--- src/scan_pkg.sv ---
package scan_pkg;

    ////////////////////////////////////////////////////////////////////////////
    // data path widths

    localparam int ADC_W          = 12;             // raw adc sample
    localparam int PIX_W          = 8;              // packed pixel
    localparam int PIX_PER_WORD   = 4;
    localparam int WORD_W         = PIX_W * PIX_PER_WORD;
    localparam int WORDS_PER_BEAT = 4;
    localparam int BEAT_W         = WORD_W * WORDS_PER_BEAT;
    localparam int ADR_W          = 28;             // sdram beat address
    localparam int DONE_W         = 16;             // pass counter

    localparam int LANE_W         = $clog2(PIX_PER_WORD);   // byte lane index
    localparam int WCNT_W         = $clog2(WORDS_PER_BEAT); // word slot index

    ////////////////////////////////////////////////////////////////////////////
    // buffer sizing

    localparam int PIX_FIFO_DEPTH  = 64;            // in words
    localparam int PIX_FIFO_AFULL  = 56;
    localparam int BEAT_FIFO_DEPTH = 8;             // in beats

    ////////////////////////////////////////////////////////////////////////////
    // types

    typedef logic [ADC_W-1:0]  adc_t;
    typedef logic [PIX_W-1:0]  pix_t;
    typedef logic [WORD_W-1:0] word_t;
    typedef logic [BEAT_W-1:0] beat_t;
    typedef logic [ADR_W-1:0]  sdram_adr_t;
    typedef logic [DONE_W-1:0] done_cnt_t;

    // pixel source select, the two switch bits
    typedef enum logic [1:0]
    {
        MODE_ADC     = 2'd0,    // upper bits of the sample
        MODE_RAMP    = 2'd1,    // counting bytes
        MODE_CHECKER = 2'd2,    // 55/aa by sample parity
        MODE_ZERO    = 2'd3
    } test_mode_t;

endpackage

--- src/beat_assembler.sv ---
`timescale 1ns/10ps

module beat_assembler import scan_pkg::*;
(
    input  logic        w_bus_clk,
    input  logic        w_adc_rst,
    input  word_t       word_dout,
    input  logic        word_empty,
    input  logic        beat_full,
    output logic        word_pop,
    output beat_t       beat_din,
    output logic        beat_push
);

logic [WCNT_W-1:0]  word_cnt;       // words already held
logic               last_word;
beat_t              beat_acc;

assign last_word = (word_cnt == WCNT_W'(WORDS_PER_BEAT - 1));

// only the closing word waits for room in the beat fifo
assign word_pop  = !word_empty && !(last_word && beat_full);
assign beat_push = word_pop && last_word;

// held words sit in the upper slots, first word ends up lowest
assign beat_din  = {word_dout, beat_acc[BEAT_W-1:WORD_W]};

always_ff @(posedge w_bus_clk)
begin
    if (w_adc_rst)
        word_cnt <= '0;
    else if (word_pop)
        word_cnt <= last_word ? '0 : word_cnt + 1'b1;
end

always_ff @(posedge w_bus_clk)
begin
    if (word_pop)
        beat_acc <= {word_dout, beat_acc[BEAT_W-1:WORD_W]};    // shift right
end

endmodule

--- src/dma_writer.sv ---
`timescale 1ns/10ps

module dma_writer import scan_pkg::*;
(
    input  logic        w_bus_clk,
    input  logic        w_adc_rst,
    input  logic        dma_on,
    input  sdram_adr_t  dma_start_adr,
    input  sdram_adr_t  dma_buf_size,
    input  beat_t       beat_dout,
    input  logic        beat_empty,
    input  logic        sdram_waitrequest,
    output logic        beat_pop,
    output sdram_adr_t  sdram_address,
    output beat_t       sdram_writedata,
    output logic        sdram_write,
    output done_cnt_t   dma_done_cnt
);

typedef enum logic
{
    ST_IDLE  = 1'b0,
    ST_WRITE = 1'b1
} dma_state_t;

dma_state_t     state;
sdram_adr_t     offset;             // ring position of the next beat
sdram_adr_t     cur_off;
sdram_adr_t     next_off;
logic           dma_on_q;
logic           dma_rise;
logic           load;
logic           accept;
logic           last_beat;          // beat in flight closes a pass

////////////////////////////////////////////////////////////////////////////
// ring offset

assign dma_rise = dma_on && !dma_on_q;
assign cur_off  = dma_rise ? '0 : offset;       // restart at the buffer base
assign next_off = (cur_off == dma_buf_size - 1'b1) ? '0 : cur_off + 1'b1;

assign load        = (state == ST_IDLE) && dma_on && !beat_empty;
assign accept      = sdram_write && !sdram_waitrequest;
assign beat_pop    = load;
assign sdram_write = (state == ST_WRITE);

always_ff @(posedge w_bus_clk)
begin
    if (w_adc_rst)
    begin
        state        <= ST_IDLE;
        offset       <= '0;
        dma_on_q     <= 1'b0;
        dma_done_cnt <= '0;
    end
    else
    begin
        dma_on_q <= dma_on;
        case (state)
            ST_IDLE:
                if (load)
                    state <= ST_WRITE;
            ST_WRITE:
                if (accept)
                    state <= ST_IDLE;   // dma_on low stops after this beat
            default:
                state <= ST_IDLE;
        endcase
        if (load)
            offset <= next_off;
        else if (dma_rise)
            offset <= '0;
        if (accept && last_beat)
            dma_done_cnt <= dma_done_cnt + 1'b1;
    end
end

// write register, loaded together with the pop
always_ff @(posedge w_bus_clk)
begin
    if (load)
    begin
        sdram_address   <= dma_start_adr + cur_off;
        sdram_writedata <= beat_dout;
        last_beat       <= (cur_off == dma_buf_size - 1'b1);
    end
end

a_hold_on_wait : assert property (
    @(posedge w_bus_clk) disable iff (w_adc_rst)
    (sdram_write && sdram_waitrequest) |=>
        (sdram_write && $stable(sdram_address) && $stable(sdram_writedata)))
    else $error("sdram request changed under waitrequest");

endmodule

--- src/pixel_packer.sv ---
`timescale 1ns/10ps

module pixel_packer import scan_pkg::*;
(
    input  logic        w_bus_clk,
    input  logic        w_adc_rst,
    input  adc_t        adc_data,
    input  logic        adc_valid,
    input  test_mode_t  test_mode,
    input  logic        word_full,
    output word_t       pix_word,
    output logic        pix_push,
    output logic        pix_ovr
);

logic [LANE_W-1:0]  lane;           // next byte lane to fill
logic               last_pix;
pix_t               pix;
pix_t               ramp_cnt;
logic               odd_sample;
word_t              word_acc;
word_t              word_next;

////////////////////////////////////////////////////////////////////////////
// pixel select

always_comb
begin
    case (test_mode)
        MODE_ADC:     pix = adc_data[ADC_W-1 -: PIX_W];    // drop the 4 lsbs
        MODE_RAMP:    pix = ramp_cnt;
        MODE_CHECKER: pix = odd_sample ? pix_t'(8'hAA) : pix_t'(8'h55);
        default:      pix = '0;
    endcase
end

assign last_pix = (lane == LANE_W'(PIX_PER_WORD - 1));

// first pixel lands in the low byte
always_comb
begin
    word_next = word_acc;
    word_next[lane*PIX_W +: PIX_W] = pix;
end

////////////////////////////////////////////////////////////////////////////
// lane counter, test generators, push and overflow

always_ff @(posedge w_bus_clk)
begin
    if (w_adc_rst)
    begin
        lane       <= '0;
        ramp_cnt   <= '0;
        odd_sample <= 1'b0;
        pix_push   <= 1'b0;
        pix_ovr    <= 1'b0;
    end
    else
    begin
        pix_push <= 1'b0;
        if (adc_valid)
        begin
            lane       <= last_pix ? '0 : lane + 1'b1;
            odd_sample <= ~odd_sample;                  // every accepted sample
            if (test_mode == MODE_RAMP)
                ramp_cnt <= ramp_cnt + 1'b1;
            if (last_pix)
            begin
                if (word_full)
                    pix_ovr <= 1'b1;                    // sticky until reset
                else
                    pix_push <= 1'b1;
            end
        end
    end
end

always_ff @(posedge w_bus_clk)
begin
    if (adc_valid)
    begin
        word_acc <= word_next;
        if (last_pix)
            pix_word <= word_next;
    end
end

// full may only fall between the decision and the push
a_no_push_on_full : assert property (
    @(posedge w_bus_clk) disable iff (w_adc_rst)
    !(pix_push && word_full))
    else $error("pixel word pushed into a full fifo");

endmodule

--- src/scan_dma_top.sv ---
`timescale 1ns/10ps

module scan_dma_top import scan_pkg::*;
(
    input  logic        w_bus_clk,
    input  logic        w_adc_rst,
    input  adc_t        adc_data,
    input  logic        adc_valid,
    input  test_mode_t  test_mode,
    input  logic        dma_on,
    input  sdram_adr_t  dma_start_adr,
    input  sdram_adr_t  dma_buf_size,
    input  logic        sdram_waitrequest,
    output logic        sdram_write,
    output sdram_adr_t  sdram_address,
    output beat_t       sdram_writedata,
    output done_cnt_t   dma_done_cnt,
    output logic        word_afull,
    output logic        pix_ovr
);

word_t  pix_word;
logic   pix_push;
word_t  word_dout;
logic   word_empty;
logic   word_full;
logic   word_pop;
beat_t  beat_din;
logic   beat_push;
beat_t  beat_dout;
logic   beat_empty;
logic   beat_full;
logic   beat_pop;

////////////////////////////////////////////////////////////////////////////
// adc samples to packed words

pixel_packer i_pixel_packer
(
    .w_bus_clk          ( w_bus_clk         ),
    .w_adc_rst          ( w_adc_rst         ),
    .adc_data           ( adc_data          ),
    .adc_valid          ( adc_valid         ),
    .test_mode          ( test_mode         ),
    .word_full          ( word_full         ),
    .pix_word           ( pix_word          ),
    .pix_push           ( pix_push          ),
    .pix_ovr            ( pix_ovr           )
);

sync_fifo
#(
    .payload_t          ( word_t            ),
    .DEPTH              ( PIX_FIFO_DEPTH    ),
    .AFULL_LEVEL        ( PIX_FIFO_AFULL    )
)
i_word_fifo
(
    .w_bus_clk          ( w_bus_clk         ),
    .w_adc_rst          ( w_adc_rst         ),
    .din                ( pix_word          ),
    .push               ( pix_push          ),
    .pop                ( word_pop          ),
    .dout               ( word_dout         ),
    .empty              ( word_empty        ),
    .full               ( word_full         ),
    .afull              ( word_afull        )
);

////////////////////////////////////////////////////////////////////////////
// words to sdram beats

beat_assembler i_beat_assembler
(
    .w_bus_clk          ( w_bus_clk         ),
    .w_adc_rst          ( w_adc_rst         ),
    .word_dout          ( word_dout         ),
    .word_empty         ( word_empty        ),
    .beat_full          ( beat_full         ),
    .word_pop           ( word_pop          ),
    .beat_din           ( beat_din          ),
    .beat_push          ( beat_push         )
);

sync_fifo
#(
    .payload_t          ( beat_t            ),
    .DEPTH              ( BEAT_FIFO_DEPTH   ),
    .AFULL_LEVEL        ( BEAT_FIFO_DEPTH   )
)
i_beat_fifo
(
    .w_bus_clk          ( w_bus_clk         ),
    .w_adc_rst          ( w_adc_rst         ),
    .din                ( beat_din          ),
    .push               ( beat_push         ),
    .pop                ( beat_pop          ),
    .dout               ( beat_dout         ),
    .empty              ( beat_empty        ),
    .full               ( beat_full         ),
    .afull              (                   )   // not needed on the beat side
);

dma_writer i_dma_writer
(
    .w_bus_clk          ( w_bus_clk         ),
    .w_adc_rst          ( w_adc_rst         ),
    .dma_on             ( dma_on            ),
    .dma_start_adr      ( dma_start_adr     ),
    .dma_buf_size       ( dma_buf_size      ),
    .beat_dout          ( beat_dout         ),
    .beat_empty         ( beat_empty        ),
    .sdram_waitrequest  ( sdram_waitrequest ),
    .beat_pop           ( beat_pop          ),
    .sdram_address      ( sdram_address     ),
    .sdram_writedata    ( sdram_writedata   ),
    .sdram_write        ( sdram_write       ),
    .dma_done_cnt       ( dma_done_cnt      )
);

endmodule

--- src/sync_fifo.sv ---
`timescale 1ns/10ps

module sync_fifo import scan_pkg::*;
#(
    parameter type payload_t   = word_t,
    parameter int  DEPTH       = PIX_FIFO_DEPTH,
    parameter int  AFULL_LEVEL = PIX_FIFO_AFULL
)
(
    input  logic        w_bus_clk,
    input  logic        w_adc_rst,
    input  payload_t    din,
    input  logic        push,
    input  logic        pop,
    output payload_t    dout,
    output logic        empty,
    output logic        full,
    output logic        afull
);

localparam int PTR_W = (DEPTH > 1) ? $clog2(DEPTH) : 1;
localparam int CNT_W = $clog2(DEPTH + 1);

payload_t           mem [DEPTH];
logic [PTR_W-1:0]   wr_ptr;
logic [PTR_W-1:0]   rd_ptr;
logic [CNT_W-1:0]   count;
logic [CNT_W-1:0]   count_next;

always_comb
begin
    count_next = count;
    case ({push, pop})
        2'b10:   count_next = count + 1'b1;
        2'b01:   count_next = count - 1'b1;
        default: count_next = count;            // idle or both at once
    endcase
end

always_ff @(posedge w_bus_clk)
begin
    if (push)
        mem[wr_ptr] <= din;
end

assign dout = mem[rd_ptr];                      // show-ahead head

always_ff @(posedge w_bus_clk)
begin
    if (w_adc_rst)
    begin
        wr_ptr <= '0;
        rd_ptr <= '0;
        count  <= '0;
        empty  <= 1'b1;
        full   <= 1'b0;
        afull  <= 1'b0;
    end
    else
    begin
        if (push)
            wr_ptr <= (wr_ptr == PTR_W'(DEPTH - 1)) ? '0 : wr_ptr + 1'b1;
        if (pop)
            rd_ptr <= (rd_ptr == PTR_W'(DEPTH - 1)) ? '0 : rd_ptr + 1'b1;
        count <= count_next;
        empty <= (count_next == '0);
        full  <= (count_next == CNT_W'(DEPTH));
        afull <= (count_next >= CNT_W'(AFULL_LEVEL));
    end
end

////////////////////////////////////////////////////////////////////////////
// producer and consumer must respect the flags

a_no_overflow : assert property (
    @(posedge w_bus_clk) disable iff (w_adc_rst)
    push |-> !full)
    else $error("push while full");

a_no_underflow : assert property (
    @(posedge w_bus_clk) disable iff (w_adc_rst)
    pop |-> !empty)
    else $error("pop while empty");

endmodule

--- config.mk ---
export PLATFORM = sky130hd
export DESIGN_NAME = scan_dma_top
export DESIGN_NICKNAME = d
export VERILOG_FILES = /design/src/scan_pkg.sv /design/src/beat_assembler.sv /design/src/dma_writer.sv /design/src/pixel_packer.sv /design/src/scan_dma_top.sv /design/src/sync_fifo.sv
export SDC_FILE = /design/constraint.sdc
export NUM_CORES = 2
export LEC_CHECK = 0
export BUFFER_PORTS_ARGS = -buffer_cell sky130_fd_sc_hd__buf_2
export CAP_MARGIN = 0
export CORE_MARGIN = 3
export CORE_UTILIZATION = 30
export DETAILED_ROUTE_END_ITERATION = 10
export GPL_TIMING_DRIVEN = 0
export HOLD_SLACK_MARGIN = 0.1
export PLACE_DENSITY = 0.54
export SLEW_MARGIN = 20
export SYNTH_ARGS = -nofsm -noshare
export SYNTH_HDL_FRONTEND = slang
export SYNTH_SLANG_ARGS = --single-unit
export TNS_END_PERCENT = 30
--- constraint.sdc ---
create_clock -name w_bus_clk -period 12.7 [get_ports w_bus_clk]
set_clock_uncertainty 0.1 [all_clocks]
set_input_delay 0.635 -clock w_bus_clk [delete_from_list [all_inputs] [get_ports w_bus_clk]]
set_output_delay 0.635 -clock w_bus_clk [all_outputs]
set_load 0.02 [all_outputs]
; Word level (Yosys, flattened, before mapping)
; Memory sizes are Yosys's and may differ from the RTL's. A register that Yosys moved wholly into a read port is not among the register bits.
; Cells that the tools add are included.
[totals]
mem_bits_rw = 3072
output_inout_bits = 175
in_bits = 75
latch_bits = 0
ff_bits = 316
elab_cells = 110
rom_bits = 0
memories = 2
[memory_table]
columns = name, depth, width, read_ports, rd_clocked_by_memory_dff, write_ports, line_no
row1 = i_word_fifo.mem, 64, 32, 1, 1, 1, sync_fifo.sv:24  ; payload_t mem [DEPTH];
row2 = i_beat_fifo.mem, 8, 128, 1, 1, 1, sync_fifo.sv:24
[classes]
reduce_logical = 20
bitwise = 4
n_eq_ne = 15
div = 0
n_lt_le_gt_ge = 1
mux = 24
n_shift = 2
mul = 0
add_sub_neg = 16
[op_table]
columns = op, count
row1 = $mux 28, 3
row2 = $neg 5->34, 1
row3 = $shift 8x34->32 const A, 1
row4 = $shiftx 8x34->32, 1
row5 = $bwmux 32, 1
row6 = $add 28x1->28 const B, 1
row7 = $add 28x28->28, 1
row8 = $eq 28x28->1, 1
row9 = $sub 28x1->28 const B, 1
row10 = $mux 6, 4
row11 = $pmux 8 s3, 1
row12 = $add 16x1->16 const B, 1
row13 = $pmux 7 s2, 1
row14 = $add 6x1->6 const B, 2
row15 = $eq 6x6->1 const B, 2
row16 = $eq 2x2->1 const B, 5
row17 = $add 8x1->8 const B, 1
row18 = $logic_and 1x1->1, 8
row19 = $mux 8, 1
row20 = $pmux 4 s2, 1
row21 = $add 7x1->7 const B, 1
row22 = $eq 7x7->1 const B, 1
row23 = $ge 7x6->1 const B, 1
row24 = $logic_not 7->1, 1
row25 = 19 further kinds, 40

; Depth between registers and ports, before layout
[logic_depth]
ltp_word = 8
mapped_depth = 16
mapped_depth_nobuf = 13

; Cells and area by module
; Synthesis repeated with hierarchy kept, for this count alone.
[unflattened]
cells_unflattened = 5947
hier_area_um2 = 134544.0
[modules_own_cells]
columns = mod, instances, area_each_um2, seq_area_each_um2, cells_per_inst
row1 = sync_fifo (i_word_fifo), 1, 79175.9, 62059.5, 3236
row2 = sync_fifo (i_beat_fifo), 1, 39641.8, 31069.8, 1558
row3 = dma_writer, 1, 9386.5, 5635.4, 781
row4 = beat_assembler, 1, 3230.6, 2922.8, 139
row5 = pixel_packer, 1, 3109.2, 2182.1, 233

; Worst setup path after synthesis
; No wires, ideal clock.
[synth_timing]
kind = flip-flop to flip-flop
from = register i_beat_assembler.word_cnt[0]
to = memory i_beat_fifo.mem[0][0] (netlist bit) (enable)
arrival_ns = 9.469
slack_ns = 2.359
required_time_ns = 11.828
n_path_buf = 0
synth_period_minus_slack_ns = 10.341
setup_time_ns = 0.772
stages_incl_launch_ff = 5
path_cell_list = dfxtp_1 ha_1 and2_1 nand2b_1 nor3_1
[synth_between]
elab_chain_len = 7
[synth_lines]
columns = element, line_no
row1 = start: declaration, beat_assembler.sv:15  ; logic [WCNT_W-1:0] word_cnt;
row2 = start signal: assignment, beat_assembler.sv:33  ; word_cnt <= last_word ? '0 : word_cnt + 1'b1;
row3 = $eq 2x2->1 *, beat_assembler.sv:19  ; assign last_word = (word_cnt == WCNT_W'(WORDS_PER_BEAT - 1));
row4 = $logic_and 1x1->1, beat_assembler.sv:22  ; assign word_pop = !word_empty && !(last_word && beat_full);
row5 = $logic_not 1->1, beat_assembler.sv:22
row6 = $logic_and 1x1->1, beat_assembler.sv:22
row7 = $logic_and 1x1->1 *, beat_assembler.sv:23  ; assign beat_push = word_pop && last_word;
row8 = $mux 1 *, sync_fifo.sv:42  ; if (push)
row9 = $mux 1 (not written as such) *, sync_fifo.sv:43  ; mem[wr_ptr] <= din;
row10 = end: declaration, sync_fifo.sv:24
; Mark *: on every way between the ends. The rest lies on a longest branch, timed or not.

; Final worst setup path
[layout_timing]
from = input port dma_on
to = register i_dma_writer.sdram_address[25] (data pin)
[layout_between]
elab_chain_len = 3
[layout_lines]
columns = element, line_no
row1 = start: declaration, scan_dma_top.sv:10  ; input logic dma_on,
row2 = $logic_and 1x1->1, dma_writer.sv:39  ; assign dma_rise = dma_on && !dma_on_q;
row3 = $mux 28, dma_writer.sv:40  ; assign cur_off = dma_rise ? '0 : offset;
row4 = $add 28x28->28, dma_writer.sv:84  ; sdram_address <= dma_start_adr + cur_off;
row5 = end signal: assignment, dma_writer.sv:84
row6 = end: declaration, dma_writer.sv:14  ; output sdram_adr_t sdram_address,
; Every way passes these cells.
; A chain may end at the register's enable or synchronous reset.

==> results.tsv <==
metric	value	unit
status	finished, final reports clean	
pwr dens	179	nW/um^2
Rows	244	
worst rel slew slack	19.2	%
CP required	13.20	ns
# port buffers	242	
RSZ-0062 raised after global routing	false	
GR Overflow Total	0	
fin crit share	41.9	%
Starting Density	30.1	%
top post-synthesis cells by count	edfxtp_1, mux4_2, clkbuf_1	
Critical Path Start Type	input port	
endpoints failing setup	0	
critical-path cell list	dlygate4sd3_1, buf_2, nand2b_1, clkbuf_1, clkbuf_1, clkbuf_1, nand2_1, inv_1, ha_1, a211oi_1, o21ai_0, nand3_1, a221oi_1, a311o_1, a31oi_1, o21bai_1, xor2_1	
Synth Warn #	0	
final worst setup slack	7.38	ns
CTS tree	done	
vias in the first global route	66400	
Placed Area	148000	um^2
sequential share of the synthesized area	77.9	%
clk sink count	3490	
Netlist cell types	73	
Root Driver	clkbuf_16	
routed len/inst	27.4	um
FF+latch count, synth	3490	
post-synth top area cell	edfxtp_1	
Crit path top cell by count	clkbuf_1	
estimated wirelength of the detail-placed design	249000	um
Routability Congestion	0.846	
maximum vdd drop	0.000143	V
first-pass GRT wire length	505000	um
Post-Route WL	356000	um
largest net degree at the start of global routing	43	
core area	442000	um^2
DIE AREA	452000	um^2
I/O Pins	250	
Final Slew Violations	0	
worst min path class	input port to register	
CTS Buffer Depth	4	
GRT Resource Usage Total	15.5	%
clk_lat worst skew	0.95	ns
Initial DRT Pass Iterations	8	
top cell type's share of synthesized area	76.4	%
synthesized instance count	5811	
Die X	673	um
1st-iter DRT viols	6538	
largest cells by area after synthesis	edfxtp_1, mux4_2, dfxtp_1, mux2_2, clkbuf_1	
Main synth FF type	edfxtp_1	
fraction of layout cells with a size suffix above 1	32.6	%
worst-path fanout max	10	
final instance area	160000	um^2
number of flops mapped to enable cells by yosys	3389	
max-cap violations	0	
total number of vias	64300	
Tmin final	5.32	ns
Pleak	0.0490	uW
Final Hold Fails	0	
Post-Place Worst Slack	7.03	ns
Multi-input gate area	28700	um^2
clock-pin slew on the worst setup and hold paths	0.05	ns
count leader, synth	edfxtp_1	
WP buf/inv	6	
Worst Setup End Kind	register	
Synthesized Nets	5938	
CTS buffer count	362	
Worst-Margin Slew	1.21	ns
Synth Cell Area	133000	um^2
delay-heaviest family, CP	buffers and inverters	
initial antenna violation count	32	
Routed Antenna Nets	0	
register area	104000	um^2
FFs w/ async S/R, synth	0	%
slowest stage delay, CP	0.76	ns
worst endpoint data arrival time	5.81	ns
Synth Area per Inst	22.9	um^2
Die H	673	um
fmax	188	MHz
CTS H-tree lvls	5	
Crit-path slowest cell	a221oi_1	
Setup Crit Path Kind	input port to register	
fillers	40400	
post-DR vias/cell	4.95	
Nets	6913	
Area Overhead vs Synth	19.8	%
Residual DRC	0	
[kinds of logic (layout without fill, tap and decap cells)]
| logic type | Yosys count | count (layout) | synth area share, % |
|---|---|---|---|
| AO/OA/AOI/OAI | 231 | 231 | 1.12 |
| adder cells (fa/ha/maj) | 52 | 52 | 0.499 |
| buffers and inverters | 353 | 1624 | 1.01 |
| flip-flops | 3490 | 3490 | 77.9 |
| AND/OR/NAND/NOR | 494 | 494 | 1.84 |
| other | 0 | 17 | 0 |
| XOR/XNOR | 125 | 125 | 0.833 |
| multiplexers | 1066 | 1066 | 16.8 |
[state kept, by name, indices dropped and copies added, names as in the netlist, 3 cells and up, named ones only]
signal and flops:
i_pixel_packer.ramp_cnt 8, i_pixel_packer.pix_word 32, i_beat_fifo.wr_ptr 3, i_dma_writer.dma_done_cnt 16, i_word_fifo.count 7, i_beat_fifo.mem 1024, i_dma_writer.sdram_address 28, i_beat_fifo.rd_ptr 3
i_dma_writer.offset 28, i_beat_fifo.count 4, i_word_fifo.rd_ptr 6, i_pixel_packer.word_acc 32, i_word_fifo.wr_ptr 6, i_dma_writer.sdram_writedata 128, i_beat_assembler.beat_acc 96, i_word_fifo.mem 2048
[power breakdown]
group / internal, uW / switching [uW]
registers: 13400 / 442
logic: 1910 / 2570
clock network: 5780 / 4420
[layer usage]
metal | track usage, % | wire length (um) | vias up
li1 | - | - | 26600
met1 | 20.5 | 145000 | 35000
met2 | 26.6 | 179000 | 2210
met3 | 2.44 | 21400 | 498
met4 | 4.30 | 10500 | 12
met5 | 0 | 426 | -
[tightest hold or removal path: stages]
cell	delay [ns]
buf_2	0.09
ha_1	0.20
xnor2_1	0.13
[layout by cell type, fill, tap and decap left out, drive strengths merged, types with 7 or more instances in the layout]
master	instances
mux2	130
ha	50
dlygate4sd3	13
o22ai	32
nand4	15
dfxtp	101
and2	14
nor2	170
o21a	7
buf	675
or4	7
nand3	50
nor2b	13
nand2b	20
diode	17
nor3b	7
clkinv	159
nand2	90
mux4	927
mux2i	9
inv	88
xnor2	70
nor4	15
and3	16
xor2	54
nor3	38
clkbuf	669
a211oi	28
bufinv	14
edfxtp	3389
o21ai	38
a21oi	74
or3	15
[cell type report]
type | instances | share of cell area [%]
diodes | 17 | 0.0267
plain buffers | 275 | 0.712
clock buffers | 471 | 6.18
clock inverters | 189 | 0.945
inverters | 78 | 0.183
multi-input cells | 1968 | 18.0
flip-flops and latches | 3490 | 65.0
well taps | 5904 | 4.63
repair buffers | 611 | 4.35
[through the flow]
step / power, uW / TNS [ns] / hold slack [ns] / util (%) / instances
global placement: 18500 / -2860.17 / 0.362 / 32.1 / 12000
detailed placement: 18600 / 0 / 0.360 / 33.5 / 12300
global route: 29500 / 0 / 0.170 / 36.1 / 13000
finish: 28500 / 0 / 0.197 / 36.1 / 13000
CTS: 28800 / 0 / 0.105 / 36.1 / 13000
floorplan: 16600 / 0 / 0.298 / - / 5811
[path summary, 6_finish.rpt]
kind	end	slack, ns	cells after the start	startpoint
worst min-delay path	i_dma_writer.sdram_address[5]$_DFFE_PP_	0.20	3	dma_start_adr[5]
worst max register to register	i_dma_writer.sdram_address[25]$_DFFE_PP_	7.54	15	i_dma_writer.dma_on_q$_SDFF_PP0_
worst max-delay path	i_dma_writer.sdram_address[25]$_DFFE_PP_	7.38	17	dma_on
worst min register to register	i_pixel_packer.pix_ovr$_SDFFE_PP0P_	0.37	2	i_pixel_packer.pix_ovr$_SDFFE_PP0P_
[timing repair]
| action | CTS | global route |
|---|---|---|
| hold buffers | 13 | 0 |
| endpoints found under the hold margin | 13 | 0 |
| buffers inserted | 0 | 0 |
| gates resized for setup | 0 | 0 |
No activity file was read; power rests on OpenSTA's default activity.
